### src/logic/fp_cast_cfg.svh
`ifndef FP_CAST_CFG_SVH
`define FP_CAST_CFG_SVH

// binary32 <-> int32 converter sizing

// operand and result width
`define FP_CAST_WIDTH 32

// binary32 fields
`define FP_CAST_EXP_BITS 8
`define FP_CAST_MAN_BITS 23
`define FP_CAST_BIAS     127

// --------------------------------------------------
// internal datapath
// --------------------------------------------------
// max of hidden bit + fraction and full integer
`define FP_CAST_INT_MAN_WIDTH 32
// signed, covers smallest subnormal and int shifts
`define FP_CAST_INT_EXP_WIDTH 10
// leading-zero count / renorm shift
`define FP_CAST_LZC_WIDTH 5

`endif

### src/logic/fp_cast_pkg.sv
`default_nettype none

`include "fp_cast_cfg.svh"

package fp_cast_pkg;

  // --------------------------------------------------
  // encodings
  // --------------------------------------------------
  typedef enum logic {
    F2I = 1'b0,  // float to integer
    I2F = 1'b1   // integer to float
  } operation_e;

  // RISC-V rounding-mode encoding
  typedef enum logic [2:0] {
    RNE = 3'd0,  // nearest, ties to even
    RTZ = 3'd1,  // toward zero
    RDN = 3'd2,  // toward -inf
    RUP = 3'd3,  // toward +inf
    RMM = 3'd4   // nearest, ties away from zero
  } roundmode_e;

  typedef struct packed {
    logic nv;  // invalid
    logic dz;  // never raised by a cast
    logic of;
    logic uf;
    logic nx;  // inexact
  } status_t;

  typedef struct packed {
    logic is_normal;
    logic is_subnormal;
    logic is_zero;
    logic is_inf;
    logic is_nan;
    logic is_signalling;
  } fp_info_t;

  // --------------------------------------------------
  // stage payloads
  // --------------------------------------------------
  typedef struct packed {
    logic [`FP_CAST_WIDTH-1:0] operand;
    operation_e                op;
    logic                      op_mod;    // set: integer side is unsigned
    roundmode_e                rnd_mode;
  } cast_req_t;

  typedef struct packed {
    logic [`FP_CAST_WIDTH-1:0] result;
    status_t                   status;
  } cast_rsp_t;

  typedef struct packed {
    logic                              sign;
    logic [`FP_CAST_INT_EXP_WIDTH-1:0] exp;          // unbiased, two's complement
    logic [`FP_CAST_INT_MAN_WIDTH-1:0] mant;         // msb is the leading one
    logic                              mant_is_zero;
    fp_info_t                          info;
    operation_e                        op;
    logic                              op_mod;
    roundmode_e                        rnd_mode;
  } norm_t;

  typedef struct packed {
    logic                         sign;
    logic [`FP_CAST_EXP_BITS-1:0] final_exp;
    logic [`FP_CAST_MAN_BITS-1:0] final_mant;
    logic [`FP_CAST_WIDTH-1:0]    final_int;
    logic [1:0]                   fp_round_sticky;   // {round, sticky}
    logic [1:0]                   int_round_sticky;
    logic                         of_before_round;
    logic                         uf_before_round;
    logic                         mant_is_zero;
    fp_info_t                     info;
    operation_e                   op;
    logic                         op_mod;
    roundmode_e                   rnd_mode;
  } aligned_t;

endpackage

`default_nettype wire

### src/logic/fp_cast_round.sv
`timescale 1ns/1ps
`default_nettype none

`include "fp_cast_cfg.svh"

module fp_cast_round (
  input  wire fp_cast_pkg::aligned_t aligned_i,
  output fp_cast_pkg::cast_rsp_t     rsp_o
);

  localparam int unsigned WIDTH    = `FP_CAST_WIDTH;
  localparam int unsigned EXP_BITS = `FP_CAST_EXP_BITS;
  localparam int unsigned MAN_BITS = `FP_CAST_MAN_BITS;

  logic             dst_is_int;
  logic [1:0]       round_sticky;
  logic [WIDTH-1:0] pre_round_abs;  // magnitude before rounding
  logic             round_up;
  logic [WIDTH-1:0] rounded_abs;

  logic [WIDTH-1:0] rounded_int_res;  // two's complement
  logic [WIDTH-1:0] int_special_res;
  logic             int_is_special;
  logic [WIDTH-1:0] fp_result;

  fp_cast_pkg::status_t int_status;
  fp_cast_pkg::status_t fp_status;

  assign dst_is_int   = (aligned_i.op == fp_cast_pkg::F2I);
  assign round_sticky = dst_is_int ? aligned_i.int_round_sticky : aligned_i.fp_round_sticky;

  assign pre_round_abs = dst_is_int ? aligned_i.final_int
                                    : WIDTH'({aligned_i.final_exp, aligned_i.final_mant});

  // --------------------------------------------------
  // rounding increment
  // --------------------------------------------------
  always_comb begin
    case (aligned_i.rnd_mode)
      fp_cast_pkg::RNE: begin
        case (round_sticky)
          2'b10:   round_up = pre_round_abs[0];  // tie, go to even
          2'b11:   round_up = 1'b1;
          default: round_up = 1'b0;
        endcase
      end
      fp_cast_pkg::RTZ: round_up = 1'b0;
      fp_cast_pkg::RDN: round_up = (|round_sticky) & aligned_i.sign;
      fp_cast_pkg::RUP: round_up = (|round_sticky) & ~aligned_i.sign;
      fp_cast_pkg::RMM: round_up = round_sticky[1];  // ties away
      default:          round_up = 1'b0;             // reserved modes
    endcase
  end

  assign rounded_abs = pre_round_abs + WIDTH'(round_up);

  // --------------------------------------------------
  // integer result and special cases
  // --------------------------------------------------
  assign rounded_int_res = aligned_i.sign ? -rounded_abs : rounded_abs;

  always_comb begin
    int_special_res[WIDTH-2:0] = '1;                // signed max
    int_special_res[WIDTH-1]   = aligned_i.op_mod;  // unsigned max
    // negatives saturate to min or 0, nan stays positive
    if (aligned_i.sign && !aligned_i.info.is_nan) begin
      int_special_res = ~int_special_res;
    end
  end

  // negative unsigned is only legal when it rounds to zero
  assign int_is_special = aligned_i.info.is_nan | aligned_i.info.is_inf |
                          aligned_i.of_before_round |
                          (aligned_i.sign & aligned_i.op_mod & (rounded_int_res != '0));

  always_comb begin
    if (int_is_special) begin
      int_status = '{nv: 1'b1, default: 1'b0};  // invalid alone
    end else begin
      int_status = '{nx: |aligned_i.int_round_sticky, default: 1'b0};
    end
  end

  // --------------------------------------------------
  // float result
  // --------------------------------------------------
  // int zero has no leading one, force +0
  assign fp_result = aligned_i.mant_is_zero ? '0
                                            : {aligned_i.sign, rounded_abs[WIDTH-2:0]};

  always_comb begin
    fp_status    = '0;  // no nv, dz or of from I2F
    // tiny after rounding and inexact
    fp_status.uf = aligned_i.uf_before_round &
                   (rounded_abs[MAN_BITS +: EXP_BITS] == '0) &
                   (|aligned_i.fp_round_sticky);
    fp_status.nx = |aligned_i.fp_round_sticky;
  end

  // final select by destination
  always_comb begin
    if (dst_is_int) begin
      rsp_o.result = int_is_special ? int_special_res : rounded_int_res;
      rsp_o.status = int_status;
    end else begin
      rsp_o.result = fp_result;
      rsp_o.status = fp_status;
    end
  end

endmodule

`default_nettype wire

### config.mk
export PLATFORM = sky130hd
export DESIGN_NAME = fp_cast_round
export DESIGN_NICKNAME = d
export VERILOG_FILES = /design/src/logic/fp_cast_pkg.sv /design/src/logic/fp_cast_round.sv
export VERILOG_INCLUDE_DIRS = /design/src /design/src/logic
export SDC_FILE = /design/constraint.sdc
export NUM_CORES = 1
export LEC_CHECK = 0
export ABC_AREA = 1
export BUFFER_PORTS_ARGS = -buffer_cell sky130_fd_sc_hd__buf_2
export CAP_MARGIN = 20
export CELL_PAD_IN_SITES_DETAIL_PLACEMENT = 0
export CELL_PAD_IN_SITES_GLOBAL_PLACEMENT = 2
export CORE_UTILIZATION = 22
export DETAILED_ROUTE_END_ITERATION = 7
export GPL_TIMING_DRIVEN = 0
export PLACE_DENSITY = 0.86
export SETUP_SLACK_MARGIN = 0.15
export SYNTH_ARGS = -nofsm -noshare
export SYNTH_HDL_FRONTEND = slang
export SYNTH_SLANG_ARGS = --single-unit
export TNS_END_PERCENT = 50
### constraint.sdc
create_clock -name vclk -period 4.7
set_clock_uncertainty 0.05 [all_clocks]
set_input_delay 0.47 -clock vclk [all_inputs]
set_output_delay 0.47 -clock vclk [all_outputs]
set_load 0.01 [all_outputs]
==> out/metrics.yaml <==
synth_area_um2: 4570
min_period_over_period_pct: 106
holdBufCountCts: 0
grt_pass1_vias: 6476
hold_viol: 0
drt_drc_violations_left: 0
start_kind: "primary input"
setup_slack_ns: -0.264
internal_power_mw: 0.241
hold_path_class: "in -> out"
fin_util_pct: 33.8
routed-via-count: 6632
drv_slew: 0
critPathArrivalTime_ns: 4.44
grt_usage_pct: 18.4
violations: "setup timing"
ys_warn_count: 0
synth.avg_cell_area_um2: 4.42
powerDensity_nw_per_um2: 90.9
die-height_um: 146
seqPwrFrac_pct: 0
dr.pass1.iters: 5
core_um2: 20300
critPathSlowestCell: "nor2_4"
fmax_mhz: 201
fillers: 2418
p_clk_share_pct: 0
max_slew_margin_pct: 49.9
most-common-layout-cells: "nand2_1 (481), buf_2 (113), inv_1 (109)"
wire_per_inst_um: 13.2
die_x_um: 146
p_sw_mw: 0.382
die_area_um2: 21400
antenna_found_initial: 0
comb_power_share_pct: 100.0
clkbuf_count: 0
swShare_pct: 61.2
period_needed_ns: 4.96
grt_pass1_wl_um: 32100
final_common_cell: "nand2_1"
tns_ns: -6.92
gp_congestion: 0.872
io_buffers: 111
overflow: 0
ff_latch_area_um2: 0
rows: 52
rsz0062_at_grt: "true"
ys_seq_area_share_pct: 0
tightest_slew_ns: 0.747
endpoint_kind: "primary output"
antenna_cells: 0
path_max_fanout: 8
dp_hpwl_um: 16300
p_leak_nw: 3.74
ir_drop_uv: 35.6
nFlopsAndLatches: 0
drt_iter0_markers: 273
drive_gt1_share_pct: 33.0
initial_core_util_pct: 22.5
setup-violations-final: 34
required_ns: 4.18
outcome: "finished with violations"
grt_max_degree: 11
cap_viol_max_count: 0
io_pins: 119
path_class: "in -> out"
synth_cells: 1035
vias_per_cell: 4.45
synth_cell_types: 35
drt-total-wl_um: 19700
critPathMaxStageDelay_ns: 0.25
drtAntennaViolNets: 0
final_nets: 1307
area_delta_synth_final_pct: 49.8
power by group through the flow:
stage                     sequential, mW  combinational (mW)  clock [mW]
final                                  0               0.623           0
after global routing                   0               0.694           0
after CTS                              0               0.584           0
after detailed placement               0               0.508           0
after global placement                 0               0.507           0
after floorplan                        0               0.342           0
through the flow:
step | hold WS, ns | instances | power [mW] | setup WS (ns) | instance area (um^2)
finish | 1.23 | 1490 | 0.623 | -0.264 | 6850
global route | 1.25 | 1490 | 0.694 | -0.572 | 6850
CTS | 1.23 | 1463 | 0.584 | -0.393 | 6340
detailed placement | 1.23 | 1417 | 0.508 | -1.17 | 5480
global placement | 1.23 | 1417 | 0.507 | -1.14 | 5480
floorplan | 1.04 | 1036 | 0.342 | 0.206 | 4590
layer usage:
layer / wire (um) / track usage [%]
met5: 0 / 0
met4: 263 / 2.92
met3: 511 / 0.875
met2: 9990 / 35.2
met1: 8950 / 22.8
path summary, 6_finish.rpt:
path     startpoint         to  slack [ns]  cells after the start
max    aligned_i[4]  rsp_o[14]       -0.26                     39
min   aligned_i[12]   rsp_o[1]        1.23                      3
cells by family after synthesis:
group / Yosys count / share of synthesized area [%]
and+or+nand+nor: 843 / 78.7
buffers and inverters: 152 / 15.4
AOI/OAI and AO/OA: 30 / 3.83
xor gates and xnor gates: 6 / 1.15
adders and majority gates: 3 / 0.821
other: 1 / 0.0820
synth_stat cells, drive strengths merged:
cell type | number | share of area [%]
nand2 | 582 | 50
o21ai | 25 | 3.1
inv | 116 | 9.6
nand4 | 11 | 1.5
nor3b | 1 | 0.16
nor4 | 1 | 0.14
buf | 24 | 4.8
xor2 | 5 | 0.96
xnor2 | 1 | 0.19
nand3 | 111 | 12
o311ai | 1 | 0.19
clkbuf | 11 | 0.90
nor2 | 129 | 13
o21bai | 1 | 0.16
a21oi | 3 | 0.33
or2 | 2 | 0.27
nor3 | 2 | 0.33
clkinv | 1 | 0.082
conb | 1 | 0.082
ha | 3 | 0.82
nand3b | 4 | 0.66
repair_timing:
item                                    in CTS  in global routing
resized for setup                          116                 86
buffers inserted                            42                 27
cloned                                       4                  0
endpoints found under the setup margin      35                 34
pin swaps                                   50                 88
worst max-delay path: cells and delay by family:
| family | cells | cell delay (ns) |
|---|---|---|
| AO/OA/AOI/OAI | 2 | 0.28 |
| adder cells (fa/ha/maj) | 1 | 0.22 |
| buffers and inverters | 11 | 1.27 |
| AND/OR/NAND/NOR | 25 | 2.18 |
final cells by class:
cell class | count | area, um^2 | area share [%]
buffer | 35 | 395 | 5.77
inverter | 117 | 452 | 6.59
multi-input combinational | 884 | 4450 | 65.0
tap | 270 | 338 | 4.93
timing repair buffer | 184 | 1210 | 17.7
Note: power is estimated with default switching activity, not from simulation.
